--- src/rtl/soc_pkg.sv ---
// Address map and widths are fixed here and every RTL module depends on them
`default_nettype none

package soc_pkg;

  ////////////////////////////////////////////////////////////////////////////
  // Widths

  localparam int unsigned AddrWidth    = 32;
  localparam int unsigned DataWidth    = 64;
  localparam int unsigned StrbWidth    = DataWidth / 8;
  localparam int unsigned ApbDataWidth = 32;
  localparam int unsigned ByteOffWidth = $clog2(StrbWidth);
  localparam int unsigned L2NumWords   = 512;
  localparam int unsigned L2IdxWidth   = $clog2(L2NumWords);
  // Control register offset bits within its 4 KiB window
  localparam int unsigned RegOffWidth  = 12;

  ////////////////////////////////////////////////////////////////////////////
  // Memory map

  localparam logic [AddrWidth-1:0] DramBase   = 32'h8000_0000;
  localparam logic [AddrWidth-1:0] DramLength = StrbWidth * L2NumWords;
  localparam logic [AddrWidth-1:0] UartBase   = 32'hC000_0000;
  localparam logic [AddrWidth-1:0] UartLength = 32'h0000_1000;
  localparam logic [AddrWidth-1:0] CtrlBase   = 32'hD000_0000;
  localparam logic [AddrWidth-1:0] CtrlLength = 32'h0000_1000;

  ////////////////////////////////////////////////////////////////////////////
  // Bus types

  typedef struct packed {
    logic [AddrWidth-1:0] addr;
    logic                 write;
    logic [DataWidth-1:0] wdata;
    logic [StrbWidth-1:0] strb;
  } bus_req_t;

  typedef struct packed {
    logic [DataWidth-1:0] rdata;
    logic                 err;
  } bus_rsp_t;

  typedef enum logic [1:0] {
    TGT_L2,
    TGT_UART,
    TGT_CTRL,
    TGT_NONE
  } target_e;

  typedef enum logic [RegOffWidth-1:0] {
    REG_EXIT      = 12'h000,
    REG_CNT_EN    = 12'h008,
    REG_DRAM_BASE = 12'h010,
    REG_DRAM_END  = 12'h018
  } ctrl_reg_e;

endpackage

`default_nettype wire

--- src/rtl/ctrl_regs.sv ---
// Offsets come from the low 12 address bits and the DRAM bound registers are read only
`timescale 1ns/1ps
`default_nettype none

module ctrl_regs (
  input  logic                          clk_i,
  input  logic                          arst_n_i,
  input  logic                          valid_i,
  output logic                          ready_o,
  output logic                          done_o,
  input  soc_pkg::bus_req_t             req_i,
  output soc_pkg::bus_rsp_t             rsp_o,
  output logic [soc_pkg::DataWidth-1:0] exit_o,
  output logic [soc_pkg::DataWidth-1:0] hw_cnt_en_o
);

  soc_pkg::ctrl_reg_e            reg_sel;
  logic [soc_pkg::DataWidth-1:0] wmask;
  logic [soc_pkg::DataWidth-1:0] rdata_d;
  logic                          err_d;
  logic [soc_pkg::DataWidth-1:0] exit_q;
  logic [soc_pkg::DataWidth-1:0] cnt_en_q;
  logic                          done_q;
  soc_pkg::bus_rsp_t             rsp_q;

  always_comb begin
    for (int b = 0; b < soc_pkg::StrbWidth; b++)
      wmask[8*b +: 8] = {8{req_i.strb[b]}};
  end

  ////////////////////////////////////////////////////////////////////////////
  // Register decode

  always_comb begin
    reg_sel = soc_pkg::ctrl_reg_e'(req_i.addr[soc_pkg::RegOffWidth-1:0]);
    rdata_d = '0;
    err_d   = 1'b0;
    case (reg_sel)
      soc_pkg::REG_EXIT:      rdata_d = exit_q;
      soc_pkg::REG_CNT_EN:    rdata_d = cnt_en_q;
      soc_pkg::REG_DRAM_BASE:
        rdata_d = {{(soc_pkg::DataWidth-soc_pkg::AddrWidth){1'b0}}, soc_pkg::DramBase};
      soc_pkg::REG_DRAM_END:
        rdata_d = {{(soc_pkg::DataWidth-soc_pkg::AddrWidth){1'b0}},
                   soc_pkg::DramBase + soc_pkg::DramLength};
      default:                err_d = 1'b1;
    endcase
  end

  always_ff @(posedge clk_i or negedge arst_n_i) begin
    if (!arst_n_i) begin
      exit_q   <= '0;
      cnt_en_q <= '0;
      done_q   <= 1'b0;
    end else begin
      done_q <= valid_i;
      if (valid_i && req_i.write) begin
        if (reg_sel == soc_pkg::REG_EXIT)
          exit_q <= (exit_q & ~wmask) | (req_i.wdata & wmask);
        if (reg_sel == soc_pkg::REG_CNT_EN)
          cnt_en_q <= (cnt_en_q & ~wmask) | (req_i.wdata & wmask);
      end
    end
  end

  // Read data is the value before any write in the same access
  always_ff @(posedge clk_i) begin
    if (valid_i)
      rsp_q <= '{rdata: rdata_d, err: err_d};
  end

  assign ready_o     = 1'b1;
  assign done_o      = done_q;
  assign rsp_o       = rsp_q;
  assign exit_o      = exit_q;
  assign hw_cnt_en_o = cnt_en_q;

endmodule

`default_nettype wire

--- config.mk ---
export PLATFORM = sky130hd
export DESIGN_NAME = ctrl_regs
export DESIGN_NICKNAME = d
export VERILOG_FILES = /design/src/rtl/soc_pkg.sv /design/src/rtl/ctrl_regs.sv
export SDC_FILE = /design/constraint.sdc
export NUM_CORES = 1
export LEC_CHECK = 0
export CORE_MARGIN = 10
export CORE_UTILIZATION = 50
export DETAILED_ROUTE_END_ITERATION = 10
export DONT_BUFFER_PORTS = 1
export GPL_ROUTABILITY_DRIVEN = 0
export PLACE_DENSITY = 0.68
export SLEW_MARGIN = 20
export SYNTH_ARGS = -nofsm -noshare
export SYNTH_HDL_FRONTEND = slang
export SYNTH_SLANG_ARGS = --single-unit
--- constraint.sdc ---
create_clock -name clk_i -period 1.7 [get_ports clk_i]
set_input_delay 0.34 -clock clk_i [delete_from_list [all_inputs] [get_ports clk_i]]
set_output_delay 0.34 -clock clk_i [all_outputs]
set_load 0.005 [all_outputs]
==> qor.csv <==
metric;value;unit
Bufs on Longest Clock Path;2;
met2 Use GR;0.302;
CP peak stage delay;720;ps
Initial Util;0.511;
Post-Syn Nets;625;
Fmax;595;MHz
via count;4487;
Die ar.;0.0218;mm^2
Mean Syn Cell Area;15.8;um^2
R2R depth;3;
Post-Syn Instances;517;
GR Util All Layers;0.189;
Critical Path End Type;flop;
initial antenna violation count;0;
reg-to-reg setup timing slack;530;ps
Layout Utilization;0.595;
met1 usage;0.206;
Worst Hold Class;in2async;
RSZ-0062 raised after global routing;no;
EDFF count, synth;65;
failing checks;negative hold slack;
global-route layer with the greatest usage;met2;
worst-path fanout max;31;
worst path required time;1970;ps
FFs w/ async S/R, synth;0.665;
Syn Std Cell Area;0.00815;mm^2
worst ir drop on vdd;0.591;mV
DR iter-0 viols;263;
share of cells above drive strength 1;0.371;
I/O Buffers;0;
CTS HTree Levels;4;
Static Leak;4.24;nW
CTS Buf Count;17;
synthesis-to-layout area growth;16.3;%
Crit Path Category;in2reg;
first-pass GRT wire length;31500;um
Cell Rows;46;
Synth cell types;24;
post-layout min period;1680;ps
sum of negative setup slack;0;ps
clock-pin slew on the worst setup and hold paths;70;ps
grt met3 use;0.114;
slowest CP cell;or4_2;
Chip Height;148;um
clock root buffer;clkbuf_16;
minimum hold slack;-395;ps
max-cap viol count;0;
fin crit share;0.989;
placed cell area;0.00891;mm^2
vias per cell;5.86;
RR Endpoint;rsp_o[32]$_DFFE_PP_;
hold_buf cts;1;
CTS tree;built;
Slew Limit Fails;0;
predominant post-synthesis flop cell;dfrtp_1;
core area;0.0159;mm^2
remaining antenna violation count;0;
final global-route overflow total;0;
clk_lat worst skew;420;ps
final number of hold-violating endpoints;129;
CTS Sinks;194;
yosys warns;0;
Die X-Extent;148;um
hpwl dp;14900;um
arrival time at the worst endpoint;1950;ps
Final #Nets;645;
largest net degree at the start of global routing;130;
vias in the first global route;4910;
DR pass1 iterations;4;
critical path, cell by cell;or4_4 -> or4_2 -> buf_12 -> nor2_1;
status;finished with violations;
# IOs;303;
Final Setup Violations;0;
Routed WL;20700;um
power per cell area;932;mW/mm^2
clk_skew;8.19;ps
wire per inst;27.1;um
DRC;0;
Seq/Total Area, Yosys;0.635;
Synth Register Bits;194;
# diodes;0;
final instance area;0.00948;mm^2
crit path launch type;input port;
## how the worst max path moves through the flow
stage          startpoint                  to  slack, ps
3_5_place_dp    req_i[79]                flop       -410
5_1_grt         req_i[79]                flop        0.3
6_report        req_i[74]  rsp_o[5]$_DFFE_PP_         20
2_1_floorplan   req_i[79]                flop       -470
4_1_cts         req_i[79]                flop         30
3_3_place_gp    req_i[74]  rsp_o[7]$_DFFE_PP_       -390
## layout make-up
cell class	count	area, um^2
repair buffers	26	364
well taps	216	270
multi-input cells	298	3110
clock buffers	21	462
clock inverters	11	96.3
flip-flops and latches	194	5180
fillers	1232	6460
## metal layers
| metal | vias up | share of wire |
|---|---|---|
| li1 | 1922 | - |
| met1 | 2314 | 0.36 |
| met2 | 229 | 0.48 |
| met3 | 22 | 0.14 |
| met4 | 0 | 0.016 |
| met5 | - | 0 |
## metrics by stage
step	std cells	setup slack [ps]	total power, mW	hold slack (ps)
floorplan	517	-468	5.15	44.4
global placement	733	-387	5.13	48.5
detailed placement	733	-413	5.13	49.4
CTS	766	32.2	8.94	-410
global route	766	0.317	9.14	-418
finish	766	18.5	8.84	-395
## critical path, delay by kind of cell
kind	cells	cell delay, ps
buffers and inverters	1	220
and+or+nand+nor	3	1380
## placed cells by master (no fill, tap or decap), types with 7 or more instances in the layout
cell type / Yosys / layout
or3b_2: 8 / 8
nand3b_1: 8 / 8
clkbuf_16: 0 / 18
nor4_4: 16 / 16
mux2_4: 0 / 65
mux2_2: 121 / 56
nor2_1: 64 / 64
buf_4: 3 / 11
mux2_1: 7 / 7
mux2i_1: 62 / 62
buf_12: 0 / 13
dfrtp_1: 129 / 129
edfxtp_1: 65 / 65
## timing repair
action,CTS,global route
buffers inserted,0,0
hold endpoints to repair,130,129
gates resized for setup,0,1
setup endpoints to repair,0,4
## report_power, final
group / internal, mW / total [mW] / switching (mW) / leakage, nW
Clock: 2.00 / 3.80 / 1.80 / 0.253
Sequential: 4.89 / 4.93 / 0.0438 / 2.47
Combinational: 0.0632 / 0.107 / 0.0442 / 1.52
## Yosys cell counts, types with 4 or more instances
library cell / number / area share
or3b_2: 8 / 0.0086
buf_1: 4 / 0.0018
nor4_4: 16 / 0.042
dfrtp_1: 129 / 0.40
mux2_2: 121 / 0.17
mux2i_1: 62 / 0.076
nand3b_1: 8 / 0.0074
mux2_1: 7 / 0.0097
clkbuf_1: 13 / 0.0060
nor2_1: 64 / 0.029
edfxtp_1: 65 / 0.24
## logic make-up after synthesis
logic type / after synthesis / share of synthesized area
buffers and inverters: 25 / 0.0152
other: 1 / 0.000460
and+or+nand+nor: 104 / 0.0941
DFF: 194 / 0.635
AOI/OAI and AO/OA: 3 / 0.00215
muxes: 190 / 0.253
(Power assumes the default switching activity.)
