`config.mk`:
```
export PLATFORM = sky130hd
export DESIGN_NAME = apb_uart_bridge
export DESIGN_NICKNAME = d
export VERILOG_FILES = /design/src/rtl/soc_pkg.sv /design/src/rtl/apb_uart_bridge.sv
export SDC_FILE = /design/constraint.sdc
export NUM_CORES = 1
export LEC_CHECK = 0
export ABC_CLOCK_PERIOD_IN_PS = 4500
export BUFFER_PORTS_ARGS = -buffer_cell sky130_fd_sc_hd__buf_2
export CORE_AREA = 2 2 108 110
export CTS_BUF_LIST = sky130_fd_sc_hd__clkbuf_8
export CTS_CLUSTER_DIAMETER = 150
export DETAILED_ROUTE_END_ITERATION = 10
export DIE_AREA = 0 0 110 112
export PLACE_DENSITY_LB_ADDON = 0.05
export SETUP_SLACK_MARGIN = 0.2
export SLEW_MARGIN = 20
export SYNTH_ARGS = -nofsm -noshare
export SYNTH_HDL_FRONTEND = slang
export SYNTH_SLANG_ARGS = --single-unit
```
`constraint.sdc`:
```
create_clock -name clk_i -period 4.5 [get_ports clk_i]
set_input_delay 0.225 -clock clk_i [delete_from_list [all_inputs] [get_ports clk_i]]
set_output_delay 0.225 -clock clk_i [all_outputs]
set_load 0.02 [all_outputs]
```
`src/rtl/soc_pkg.sv`:
```
// Address map and widths are fixed here and every RTL module depends on them
`default_nettype none

package soc_pkg;

  ////////////////////////////////////////////////////////////////////////////
  // Widths

  localparam int unsigned AddrWidth    = 32;
  localparam int unsigned DataWidth    = 64;
  localparam int unsigned StrbWidth    = DataWidth / 8;
  localparam int unsigned ApbDataWidth = 32;
  localparam int unsigned ByteOffWidth = $clog2(StrbWidth);
  localparam int unsigned L2NumWords   = 512;
  localparam int unsigned L2IdxWidth   = $clog2(L2NumWords);
  // Control register offset bits within its 4 KiB window
  localparam int unsigned RegOffWidth  = 12;

  ////////////////////////////////////////////////////////////////////////////
  // Memory map

  localparam logic [AddrWidth-1:0] DramBase   = 32'h8000_0000;
  localparam logic [AddrWidth-1:0] DramLength = StrbWidth * L2NumWords;
  localparam logic [AddrWidth-1:0] UartBase   = 32'hC000_0000;
  localparam logic [AddrWidth-1:0] UartLength = 32'h0000_1000;
  localparam logic [AddrWidth-1:0] CtrlBase   = 32'hD000_0000;
  localparam logic [AddrWidth-1:0] CtrlLength = 32'h0000_1000;

  ////////////////////////////////////////////////////////////////////////////
  // Bus types

  typedef struct packed {
    logic [AddrWidth-1:0] addr;
    logic                 write;
    logic [DataWidth-1:0] wdata;
    logic [StrbWidth-1:0] strb;
  } bus_req_t;

  typedef struct packed {
    logic [DataWidth-1:0] rdata;
    logic                 err;
  } bus_rsp_t;

  typedef enum logic [1:0] {
    TGT_L2,
    TGT_UART,
    TGT_CTRL,
    TGT_NONE
  } target_e;

  typedef enum logic [RegOffWidth-1:0] {
    REG_EXIT      = 12'h000,
    REG_CNT_EN    = 12'h008,
    REG_DRAM_BASE = 12'h010,
    REG_DRAM_END  = 12'h018
  } ctrl_reg_e;

endpackage

`default_nettype wire

```
`src/rtl/apb_uart_bridge.sv`:
```
// One APB slave only and byte strobes are dropped so a partial write writes the whole lane
`timescale 1ns/1ps
`default_nettype none

module apb_uart_bridge (
  input  logic                             clk_i,
  input  logic                             arst_n_i,
  input  logic                             valid_i,
  output logic                             ready_o,
  output logic                             done_o,
  input  soc_pkg::bus_req_t                req_i,
  output soc_pkg::bus_rsp_t                rsp_o,
  output logic                             uart_psel_o,
  output logic                             uart_penable_o,
  output logic                             uart_pwrite_o,
  output logic [soc_pkg::AddrWidth-1:0]    uart_paddr_o,
  output logic [soc_pkg::ApbDataWidth-1:0] uart_pwdata_o,
  input  logic [soc_pkg::ApbDataWidth-1:0] uart_prdata_i,
  input  logic                             uart_pready_i,
  input  logic                             uart_pslverr_i
);

  typedef enum logic [1:0] {
    APB_IDLE,
    APB_SETUP,
    APB_ACCESS
  } apb_state_e;

  apb_state_e                       state_q;
  apb_state_e                       state_d;
  logic [soc_pkg::AddrWidth-1:0]    paddr_q;
  logic [soc_pkg::ApbDataWidth-1:0] pwdata_q;
  logic                             pwrite_q;
  logic                             done_q;
  soc_pkg::bus_rsp_t                rsp_q;
  logic                             accept;
  logic                             xfer_end;

  assign ready_o  = (state_q == APB_IDLE);
  assign accept   = valid_i && ready_o;
  assign xfer_end = (state_q == APB_ACCESS) && uart_pready_i;

  always_comb begin
    state_d = state_q;
    case (state_q)
      APB_IDLE:   if (valid_i) state_d = APB_SETUP;
      APB_SETUP:  state_d = APB_ACCESS;
      APB_ACCESS: if (uart_pready_i) state_d = APB_IDLE;
      default:    state_d = APB_IDLE;
    endcase
  end

  always_ff @(posedge clk_i or negedge arst_n_i) begin
    if (!arst_n_i) begin
      state_q <= APB_IDLE;
      done_q  <= 1'b0;
    end else begin
      state_q <= state_d;
      done_q  <= xfer_end;
    end
  end

  ////////////////////////////////////////////////////////////////////////////
  // Transfer payload

  // Upper lane when address bit 2 is set
  always_ff @(posedge clk_i) begin
    if (accept) begin
      paddr_q  <= req_i.addr - soc_pkg::UartBase;
      pwrite_q <= req_i.write;
      pwdata_q <= req_i.addr[soc_pkg::ByteOffWidth-1] ?
                  req_i.wdata[soc_pkg::DataWidth-1 -: soc_pkg::ApbDataWidth] :
                  req_i.wdata[soc_pkg::ApbDataWidth-1:0];
    end
    if (xfer_end)
      rsp_q <= '{rdata: {uart_prdata_i, uart_prdata_i}, err: uart_pslverr_i};
  end

  assign uart_psel_o    = (state_q != APB_IDLE);
  assign uart_penable_o = (state_q == APB_ACCESS);
  assign uart_pwrite_o  = pwrite_q;
  assign uart_paddr_o   = paddr_q;
  assign uart_pwdata_o  = pwdata_q;
  assign done_o         = done_q;
  assign rsp_o          = rsp_q;

  // Access only follows a cycle with psel already high
  a_penable_psel: assert property (@(posedge clk_i) disable iff (!arst_n_i)
    uart_penable_o |-> uart_psel_o && $past(uart_psel_o));
  // Address held from setup until the slave completes
  a_paddr_stable: assert property (@(posedge clk_i) disable iff (!arst_n_i)
    uart_psel_o && !(uart_penable_o && uart_pready_i) |=> $stable(uart_paddr_o));

endmodule

`default_nettype wire

```
==> results.cfg <==
[status]
outcome = finished clean

[global_routing]
grtUsageMet3_pct = 6.50
use_met1_pct = 13.3
busiest_layer = met2
grt_util_all_layers_pct = 14.1
grt_pass1_vias = 2356
antenna_found_initial = 0
grtUsageMet2_pct = 25.8
grt_pass1_wl_um = 12400
grt_overflow = 0
grt_max_degree = 36

[run]
maxCapViolations = 0

[sta]
finalCritPeriodShare_pct = 50.3
min_period_ns = 2.26
finalMaxSlewViolations = 0
fmax_ghz = 0.442
tns_ns = 0
maxSlewHeadroom_pct = 30.8
layout_setup_ws_ns = 2.24
finClkSkew_ns = 0.0113
hold_viol = 0
setup_violations = 0
worst_pin_slew_ns = 1.04
rsz0062_at_grt = false

[worst_setup_path]
critPathLaunchType = flop
critPathTopFamily = simple AND/OR/NAND/NOR gates
critPathBufInv = 2
reg2reg_to = uart_pwdata_o[23]$_DFFE_PP_
crit_chain = or2_1 > inv_1 > and2_2 > buf_4
arrival_ns = 2.28
crit_slowest_cell = and2_2
slowest_delay_ns = 0.63
cp-endpoint = uart_pwdata_o[23]$_DFFE_PP_
cp.required_ns = 4.52
rrSetupSlack_ns = 2.24
startpoint = state_q[0]$_DFFE_PN0P_
r2r-start = state_q[0]$_DFFE_PN0P_
crit_fanout = 35
critical_path_class = flop to flop
cp.depth = 4
cp-end-kind = flop
r2r_cells = 4

[routing]
detail-route-antenna-nets = 0
vias_per_cell = 4.14
drt_iter0_drc = 106
vias = 2403
post_drt_wl_per_cell_um = 15.3
drc_errors = 0
drtPass1Iterations = 4
drt-total-wl_um = 8890

[power_and_ir_drop]
p_int_mw = 1.68
irDropWorstVdd_uv = 189
power_density_nw_per_um2 = 468
pwr-share-seq_pct = 51.8
p_switching_mw = 0.830
combPwrFrac_pct = 27.8
p_sw_share_pct = 33.1
clockPowerShare_pct = 20.4
leakagePower_nw = 2.43

[min_path]
min_from = req_i[91]
hold_class = input pin to flop

[clocking]
clock-sinks = 101
clk_latency_ns = 0.36
cts_made_buffers = 9
cts_resized = 0
clk_pin_slew_ns = 0.10
cts_tree = built
cts_max_path_buffers = 2
root_buffer = clkbuf_8
htreeDepth = 3

[finish]
final_cell_mix = 267 x buf_2, 98 x edfxtp_1, 30 x mux2_4
drive_gt1_share_pct = 72.1
multiInputGateArea_um2 = 531
nets = 575
final_common_cell = buf_2
n_fill_cell = 1023
n_antenna_cell = 0
seqCellArea_um2 = 3020
instances_no_fill = 581
area_growth_pct = 38.5

[floorplanning]
fp-row-count = 39
start_util_pct = 34.6
die_w_um = 110
core_um2 = 11200
die_area_um2 = 12300
fp.dieH_um = 112
io_pins = 276

[yosys]
synth.cell_area_um2 = 3870
netlist_instances = 179
synth_cell_types = 14
ys_ff_latch = 101
ys_seq_area_share_pct = 78.1
ys.warnings.count = 0
synth_fp_nets = 321
avgSynthCellArea_um2 = 21.6

[placement]
dp.cells = 555
post-dp-hpwl_um = 6860
port_buffers = 267
dp_slack_ns = 2.18
place.gp.congestion = 0.746
==> power by group through the flow <==
stage / Sequential [mW] / Clock (mW) / Combinational, mW
after floorplan: 1.54 / 0 / 0.252
after global placement: 1.32 / 0 / 0.702
after detailed placement: 1.32 / 0 / 0.707
after CTS: 1.30 / 0.529 / 0.708
after global routing: 1.32 / 0.571 / 0.748
final: 1.30 / 0.511 / 0.698
==> logic make-up (layout without fill, tap and decap cells) <==
kind of cell  after synthesis  count (layout)  synth area share (%)
flops                     101             101                  78.1
xor+xnor                    1               1                 0.227
mux                        33              33                  12.5
simple gates                6               6                 0.971
buf+inv                    38             297                  8.25
==> routing by layer <==
metal,vias to the layer above,share of wire (%),wire [µm]
li1,1143,-,-
met1,1096,34,3050
met2,152,52,4650
met3,12,12,1050
met4,0,1.6,140
met5,-,0,0
==> sequential cells by signal, summed over array words and instances, names as in the netlist <==
| register | flops |
|---|---|
| rsp_o | 33 |
| uart_pwrite_o | 1 |
| uart_paddr_o | 32 |
| state_q | 2 |
| uart_pwdata_o | 32 |
| done_o | 1 |
==> worst min path at each step <==
stage	end	slack [ns]	cells after the start
2_1_floorplan	done_o$_DFF_PN0_	-0.07	0
3_3_place_gp	done_o$_DFF_PN0_	0.02	1
3_5_place_dp	done_o$_DFF_PN0_	0.03	1
4_1_cts	uart_paddr_o[6]$_DFFE_PP_	0.006	1
5_1_grt	uart_paddr_o[8]$_DFFE_PP_	0.0002	1
6_report	uart_paddr_o[18]$_DFFE_PP_	0.03	1
==> repair_timing <==
action	CTS	global route
setup buffers	0	0
hold buffers	1	9
hold endpoints to repair	3	9
==> synth_stat cells <==
cell / count / area share, %
edfxtp_1: 98 / 76
buf_4: 32 / 6.2
mux2_4: 30 / 12
and2_1: 3 / 0.49
buf_12: 3 / 1.6
dfrtp_1: 3 / 1.9
inv_1: 2 / 0.19
mux2_2: 2 / 0.58
buf_6: 1 / 0.29
mux2i_1: 1 / 0.26
nand2b_1: 1 / 0.16
nor2b_1: 1 / 0.16
or2_1: 1 / 0.16
xor2_1: 1 / 0.23
==> area by class of cell <==
class / count / share of cell area, %
Clock buffer: 9 / 2.31
Clock inverter: 7 / 0.818
Inverter: 2 / 0.140
Multi-Input combinational cell: 40 / 9.91
Sequential cell: 101 / 56.4
Tap cell: 143 / 3.34
Timing Repair Buffer: 279 / 27.1
==> through the flow <==
step	hold slack, ns	power, mW	util [%]	cell area (µm²)
final	0.0262	2.51	47.9	5350
after global routing	0.000181	2.64	47.9	5350
after CTS	0.00563	2.54	47.1	5260
after detailed placement	0.0287	2.03	45.5	5090
after global placement	0.0243	2.02	45.5	5090
after floorplan	-0.0706	1.79	-	3870
Note: power is estimated with default switching activity, not from simulation.
