File: config.mk
export PLATFORM = sky130hd
export DESIGN_NAME = soc_addr_decoder
export DESIGN_NICKNAME = d
export VERILOG_FILES = /design/src/rtl/soc_pkg.sv /design/src/rtl/soc_addr_decoder.sv
export SDC_FILE = /design/constraint.sdc
export NUM_CORES = 1
export LEC_CHECK = 0
export BUFFER_PORTS_ARGS = -buffer_cell sky130_fd_sc_hd__buf_2
export CORE_AREA = 2 2 188 190
export DETAILED_ROUTE_END_ITERATION = 7
export DIE_AREA = 0 0 190 192
export PLACE_DENSITY = 0.37
export SLEW_MARGIN = 20
export SYNTH_ARGS = -nofsm -noshare
export SYNTH_HDL_FRONTEND = slang
export SYNTH_SLANG_ARGS = --single-unit
File: constraint.sdc
create_clock -name clk_i -period 3.5 [get_ports clk_i]
set_input_delay 0.175 -clock clk_i [delete_from_list [all_inputs] [get_ports clk_i]]
set_output_delay 0.175 -clock clk_i [all_outputs]
set_load 0.01 [all_outputs]
File: src/rtl/soc_pkg.sv
// Address map and widths are fixed here and every RTL module depends on them
`default_nettype none

package soc_pkg;

  ////////////////////////////////////////////////////////////////////////////
  // Widths

  localparam int unsigned AddrWidth    = 32;
  localparam int unsigned DataWidth    = 64;
  localparam int unsigned StrbWidth    = DataWidth / 8;
  localparam int unsigned ApbDataWidth = 32;
  localparam int unsigned ByteOffWidth = $clog2(StrbWidth);
  localparam int unsigned L2NumWords   = 512;
  localparam int unsigned L2IdxWidth   = $clog2(L2NumWords);
  // Control register offset bits within its 4 KiB window
  localparam int unsigned RegOffWidth  = 12;

  ////////////////////////////////////////////////////////////////////////////
  // Memory map

  localparam logic [AddrWidth-1:0] DramBase   = 32'h8000_0000;
  localparam logic [AddrWidth-1:0] DramLength = StrbWidth * L2NumWords;
  localparam logic [AddrWidth-1:0] UartBase   = 32'hC000_0000;
  localparam logic [AddrWidth-1:0] UartLength = 32'h0000_1000;
  localparam logic [AddrWidth-1:0] CtrlBase   = 32'hD000_0000;
  localparam logic [AddrWidth-1:0] CtrlLength = 32'h0000_1000;

  ////////////////////////////////////////////////////////////////////////////
  // Bus types

  typedef struct packed {
    logic [AddrWidth-1:0] addr;
    logic                 write;
    logic [DataWidth-1:0] wdata;
    logic [StrbWidth-1:0] strb;
  } bus_req_t;

  typedef struct packed {
    logic [DataWidth-1:0] rdata;
    logic                 err;
  } bus_rsp_t;

  typedef enum logic [1:0] {
    TGT_L2,
    TGT_UART,
    TGT_CTRL,
    TGT_NONE
  } target_e;

  typedef enum logic [RegOffWidth-1:0] {
    REG_EXIT      = 12'h000,
    REG_CNT_EN    = 12'h008,
    REG_DRAM_BASE = 12'h010,
    REG_DRAM_END  = 12'h018
  } ctrl_reg_e;

endpackage

`default_nettype wire

File: src/rtl/soc_addr_decoder.sv
// Single master with one transaction in flight and responses returned strictly in order
`timescale 1ns/1ps
`default_nettype none

module soc_addr_decoder (
  input  logic              clk_i,
  input  logic              arst_n_i,
  input  logic              req_valid_i,
  output logic              req_ready_o,
  input  soc_pkg::bus_req_t req_i,
  output logic              rsp_valid_o,
  input  logic              rsp_ready_i,
  output soc_pkg::bus_rsp_t rsp_o,
  output soc_pkg::bus_req_t tgt_req_o,
  output logic              l2_valid_o,
  input  logic              l2_ready_i,
  input  logic              l2_done_i,
  input  soc_pkg::bus_rsp_t l2_rsp_i,
  output logic              uart_valid_o,
  input  logic              uart_ready_i,
  input  logic              uart_done_i,
  input  soc_pkg::bus_rsp_t uart_rsp_i,
  output logic              ctrl_valid_o,
  input  logic              ctrl_ready_i,
  input  logic              ctrl_done_i,
  input  soc_pkg::bus_rsp_t ctrl_rsp_i
);

  soc_pkg::target_e  tgt_sel;
  logic              tgt_ready;
  logic              busy_q;
  logic              rsp_valid_q;
  soc_pkg::bus_rsp_t rsp_q;
  logic              req_accept;
  logic              err_accept;
  logic              any_done;

  function automatic logic in_region(input logic [soc_pkg::AddrWidth-1:0] addr,
                                     input logic [soc_pkg::AddrWidth-1:0] base,
                                     input logic [soc_pkg::AddrWidth-1:0] len);
    return (addr >= base) && ((addr - base) < len);
  endfunction

  ////////////////////////////////////////////////////////////////////////////
  // Address decode

  always_comb begin
    tgt_sel = soc_pkg::TGT_NONE;
    if (in_region(req_i.addr, soc_pkg::DramBase, soc_pkg::DramLength))
      tgt_sel = soc_pkg::TGT_L2;
    else if (in_region(req_i.addr, soc_pkg::UartBase, soc_pkg::UartLength))
      tgt_sel = soc_pkg::TGT_UART;
    else if (in_region(req_i.addr, soc_pkg::CtrlBase, soc_pkg::CtrlLength))
      tgt_sel = soc_pkg::TGT_CTRL;
  end

  always_comb begin
    case (tgt_sel)
      soc_pkg::TGT_L2:   tgt_ready = l2_ready_i;
      soc_pkg::TGT_UART: tgt_ready = uart_ready_i;
      soc_pkg::TGT_CTRL: tgt_ready = ctrl_ready_i;
      default:           tgt_ready = 1'b1;
    endcase
  end

  assign req_ready_o  = !busy_q && tgt_ready;
  assign req_accept   = req_valid_i && req_ready_o;
  assign err_accept   = req_accept && (tgt_sel == soc_pkg::TGT_NONE);
  assign any_done     = l2_done_i || uart_done_i || ctrl_done_i;
  assign tgt_req_o    = req_i;
  assign l2_valid_o   = req_valid_i && !busy_q && (tgt_sel == soc_pkg::TGT_L2);
  assign uart_valid_o = req_valid_i && !busy_q && (tgt_sel == soc_pkg::TGT_UART);
  assign ctrl_valid_o = req_valid_i && !busy_q && (tgt_sel == soc_pkg::TGT_CTRL);

  ////////////////////////////////////////////////////////////////////////////
  // Response buffer

  // Busy until the buffered response leaves
  always_ff @(posedge clk_i or negedge arst_n_i) begin
    if (!arst_n_i) begin
      busy_q      <= 1'b0;
      rsp_valid_q <= 1'b0;
    end else begin
      if (req_accept)
        busy_q <= 1'b1;
      else if (rsp_valid_q && rsp_ready_i)
        busy_q <= 1'b0;
      if (err_accept || any_done)
        rsp_valid_q <= 1'b1;
      else if (rsp_ready_i)
        rsp_valid_q <= 1'b0;
    end
  end

  always_ff @(posedge clk_i) begin
    if (err_accept)
      rsp_q <= '{rdata: '0, err: 1'b1};
    else if (l2_done_i)
      rsp_q <= l2_rsp_i;
    else if (uart_done_i)
      rsp_q <= uart_rsp_i;
    else if (ctrl_done_i)
      rsp_q <= ctrl_rsp_i;
  end

  assign rsp_valid_o = rsp_valid_q;
  assign rsp_o       = rsp_q;

  a_req_stable: assert property (@(posedge clk_i) disable iff (!arst_n_i)
    req_valid_i && !req_ready_o |=> req_valid_i && $stable(req_i));
  a_rsp_stable: assert property (@(posedge clk_i) disable iff (!arst_n_i)
    rsp_valid_o && !rsp_ready_i |=> rsp_valid_o && $stable(rsp_o));
  a_no_idle_done: assert property (@(posedge clk_i) disable iff (!arst_n_i)
    !busy_q |-> !any_done);

endmodule

`default_nettype wire

==> flow_summary_export.csv <==
group,metric,value,unit
clock_tree,cts_buffers,9,
critical_path,critical_path_class,"flip-flop to flip-flop",
critical_path,slowest_delay,680,ps
floorplanning,dieArea,36500,µm²
sta,fin_setup_tns,0,ps
critical_path,reg2regPathDepth,4,
critical_path,crit_family,"compound AO/OA/AOI/OAI gates",
place,hpwl,15.1,mm
detailed_routing,wirelength,19.6,mm
clock_tree,cts_resized,0,
yosys,synth_top_family_by_area,"buffers and inverters",
finish,finalNonFillerCells,1237,
worst_hold_path,hold_end,"rsp_o[11]$_SDFFE_PP0P_",
floorplanning,rows,68,
place,gp_congestion,0.698,
critical_path,rr_startpoint,"busy_q$_DFFE_PN0P_",
yosys,ys_ff_latch,67,
detailed_routing,ant_nets,0,
detailed_routing,drt_first_pass_iters,4,
place,port_buffers,314,
sta,rsz0062_at_grt,"false",
global_route,grt_pass1_vias,4690,
detailed_routing,routedWlPerCell,15.8,µm
yosys,synthAdderAreaFrac,0,%
sta,slew_headroom,49.5,%
status,status,"finished clean",
yosys,synthSimpleGateAreaFrac,22.3,%
floorplanning,die_w,190,µm
worst_hold_path,min_from,"l2_rsp_i[11]",
critical_path,critPathArrivalTime,2250,ps
yosys,synth_xor_area_share,0,%
global_route,overflow,0,
place,dp.cells,1220,
power,vdd_drop_max,0.000187,V
yosys,synth_top_area_cell,"dfxtp_1",
sta,fin_worst_skew,9.48,ps
yosys,ys_types,29,
global_route,grt_max_degree,69,
job,maxCapViolations,0,
critical_path,cp.required,3710,ps
critical_path,worst-path-buf-inv,1,
place,place_ws,1190,ps
sta,worstMarginPinSlew,758,ps
critical_path,reg2reg_slack,1460,ps
detailed_routing,vias,4667,
global_route,track_usage,10.3,%
clock_tree,cts-root-buf,"clkbuf_16",
finish,drive_gt1_share,43.5,%
detailed_routing,drtIter0Drc,125,
clock_tree,clk_latency,340,ps
worst_hold_path,hold_path_depth,3,
finish,syn_to_final_growth,35.1,%
global_route,grt_pass1_wl,27.9,mm
yosys,syn_area,4450,µm²
clock_tree,cts.sink_count,67,
clock_tree,clk_pin_slew_worst_paths,70,ps
yosys,synth.area.top_cells,"dfxtp_1 (29%), buf_4 (18%), nand2_1 (9.8%), a221oi_1 (7.3%), a21oi_1 (7.1%)",
sta,finalCritPeriodShare,58.2,%
floorplanning,start_util,13.0,%
critical_path,cpMaxStageDelayCell,"o31a_2",
sta,period_needed,2040,ps
clock_tree,cts_tree,"done",
sta,fin_ws,1460,ps
critical_path,crit_chain,"nor2b_1 -> o31a_2 -> buf_4 -> nor2_1",
clock_tree,clk_path_buf_depth,2,
critical_path,crit_fanout,35,
yosys,synth_compound_area_share,18.9,%
floorplanning,fp.dieH,192,µm
critical_path,end_kind,"flip-flop",
clock_tree,htree_levels,3,
finish,diodes,0,
finish,layout.nets,1087,
finish,fin_util,17.5,%
floorplanning,ios,485,
critical_path,critPathLaunchType,"flip-flop",
sta,drv_slew,0,
power,p_leak,2.84,nW
sta,clock.fmax,491,MHz
critical_path,rr_endpoint,"rsp_o[47]$_SDFFE_PP0P_",
detailed_routing,via_per_inst,3.77,
yosys,synth_top_area_share,29.2,%
finish,n_fill_cell,3983,
yosys,ys_seq_area_share,30.4,%
sta,finalSetupViolations,0,
yosys,synth.area.mux_share,6.07,%
power,p_total,2.53,mW
yosys,synthCells,595,
sta,finalHoldViolCount,0,
floorplanning,core_area,34300,µm²
yosys,syn-num-nets,905,
worst_hold_path,hold_class,"input pin to flip-flop",
detailed_routing,drc,0,
yosys,yosysWarnings,0,
global_route,antenna_found_initial,1,
yosys,synth_area_per_cell,7.48,µm²
power,power_density,420,nW/µm²
[cell usage in the layout (no fill, tap or decap), types with 3 or more instances in the layout]
cell type	count
clkbuf_16	9
mux2i_1	27
o21ai_0	29
buf_4	10
nor2b_1	5
nand3b_1	37
buf_2	312
a22oi_1	4
a21oi_1	63
nor2_1	40
dfxtp_1	65
a221oi_1	37
nand2_1	116
nor4_1	3
[per-layer routing]
| metal | vias to the layer above | part of all wire [%] | track usage, % |
|---|---|---|---|
| li1 | 2305 | - | - |
| met5 | - | 0 | 0 |
| met3 | 45 | 8.7 | 3.47 |
| met1 | 2089 | 39 | 11.3 |
| met4 | 0 | 3.9 | 5.13 |
| met2 | 228 | 48 | 17.9 |
[flip-flops by register name (all words and copies together) (netlist names)]
register	cells
rsp_valid_o	1
rsp_o	65
busy_q	1
[cell type report]
| class | instances | area [µm²] | share of cell area (%) |
|---|---|---|---|
| Timing Repair Buffer | 323 | 1650 | 27.4 |
| Sequential cell | 67 | 1350 | 22.5 |
| Multi-Input combinational cell | 375 | 2110 | 35.1 |
| Tap cell | 455 | 569 | 9.47 |
| Inverter | 1 | 3.75 | 0.0625 |
| Clock inverter | 6 | 88.8 | 1.48 |
| Clock buffer | 10 | 239 | 3.98 |
[cells in the mapped netlist]
library cell	n
nand2_1	116
buf_4	107
dfxtp_1	65
a21oi_1	63
nor2_1	40
a221oi_1	37
nand3b_1	37
o21ai_0	29
clkbuf_1	28
mux2i_1	27
buf_2	9
buf_1	7
nor2b_1	5
a22oi_1	4
nor4_1	3
dfrtp_1	2
nand2b_1	2
nor3_1	2
nor4b_1	2
a211o_1	1
and4_1	1
and4b_1	1
buf_6	1
inv_1	1
nand3_1	1
nor3_2	1
o211ai_1	1
o31a_1	1
or3_1	1
[where the power goes]
part | internal, mW | switching, mW
Clock | 0.644 | 0.390
Sequential | 0.855 | 0.0484
Combinational | 0.267 | 0.321
[how the worst max path moves through the flow]
stage | startpoint | cells past startpoint | endpoint | slack, ps
global route | busy_q$_DFFE_PN0P_ | 4 | rsp_o[47]$_SDFFE_PP0P_ | 1220
detailed placement | req_i[86] | 6 | rsp_valid_o$_DFFE_PN0P_ | 1190
global placement | req_i[95] | 6 | rsp_valid_o$_DFFE_PN0P_ | 1210
floorplan | req_i[95] | 5 | rsp_valid_o$_DFFE_PN0P_ | 2080
finish | busy_q$_DFFE_PN0P_ | 4 | rsp_o[47]$_SDFFE_PP0P_ | 1460
CTS | busy_q$_DFFE_PN0P_ | 4 | rsp_o[47]$_SDFFE_PP0P_ | 1390
[logic make-up (layout without fill, tap and decap cells)]
family          after synthesis  after routing
mux                          27             27
flops                        67             67
simple gates                212            212
compound gates              136            136
buf+inv                     153            340
[timing repair]
action                    CTS  global route
hold buffers                1             0
hold endpoints to repair    2             0
setup buffers               0             0
[per-stage QoR]
| stage | hold slack, ps | area, µm² |
|---|---|---|
| 3_5_place_dp | -16.0 | 5670 |
| 5_1_grt | 78.4 | 6010 |
| 6_report | 79.2 | 6010 |
| 3_3_place_gp | -18.2 | 5670 |
| 2_1_floorplan | -121 | 4450 |
| 4_1_cts | 60.1 | 6010 |
[worst register-to-register path: cells and delay by family (launching register included)]
kind	cells	cell delay, ps
AOI/OAI and AO/OA	1	680
buffers and inverters	1	490
DFF	1	400
and+or+nand+nor	2	340
Note: power is estimated with default switching activity, not from simulation.
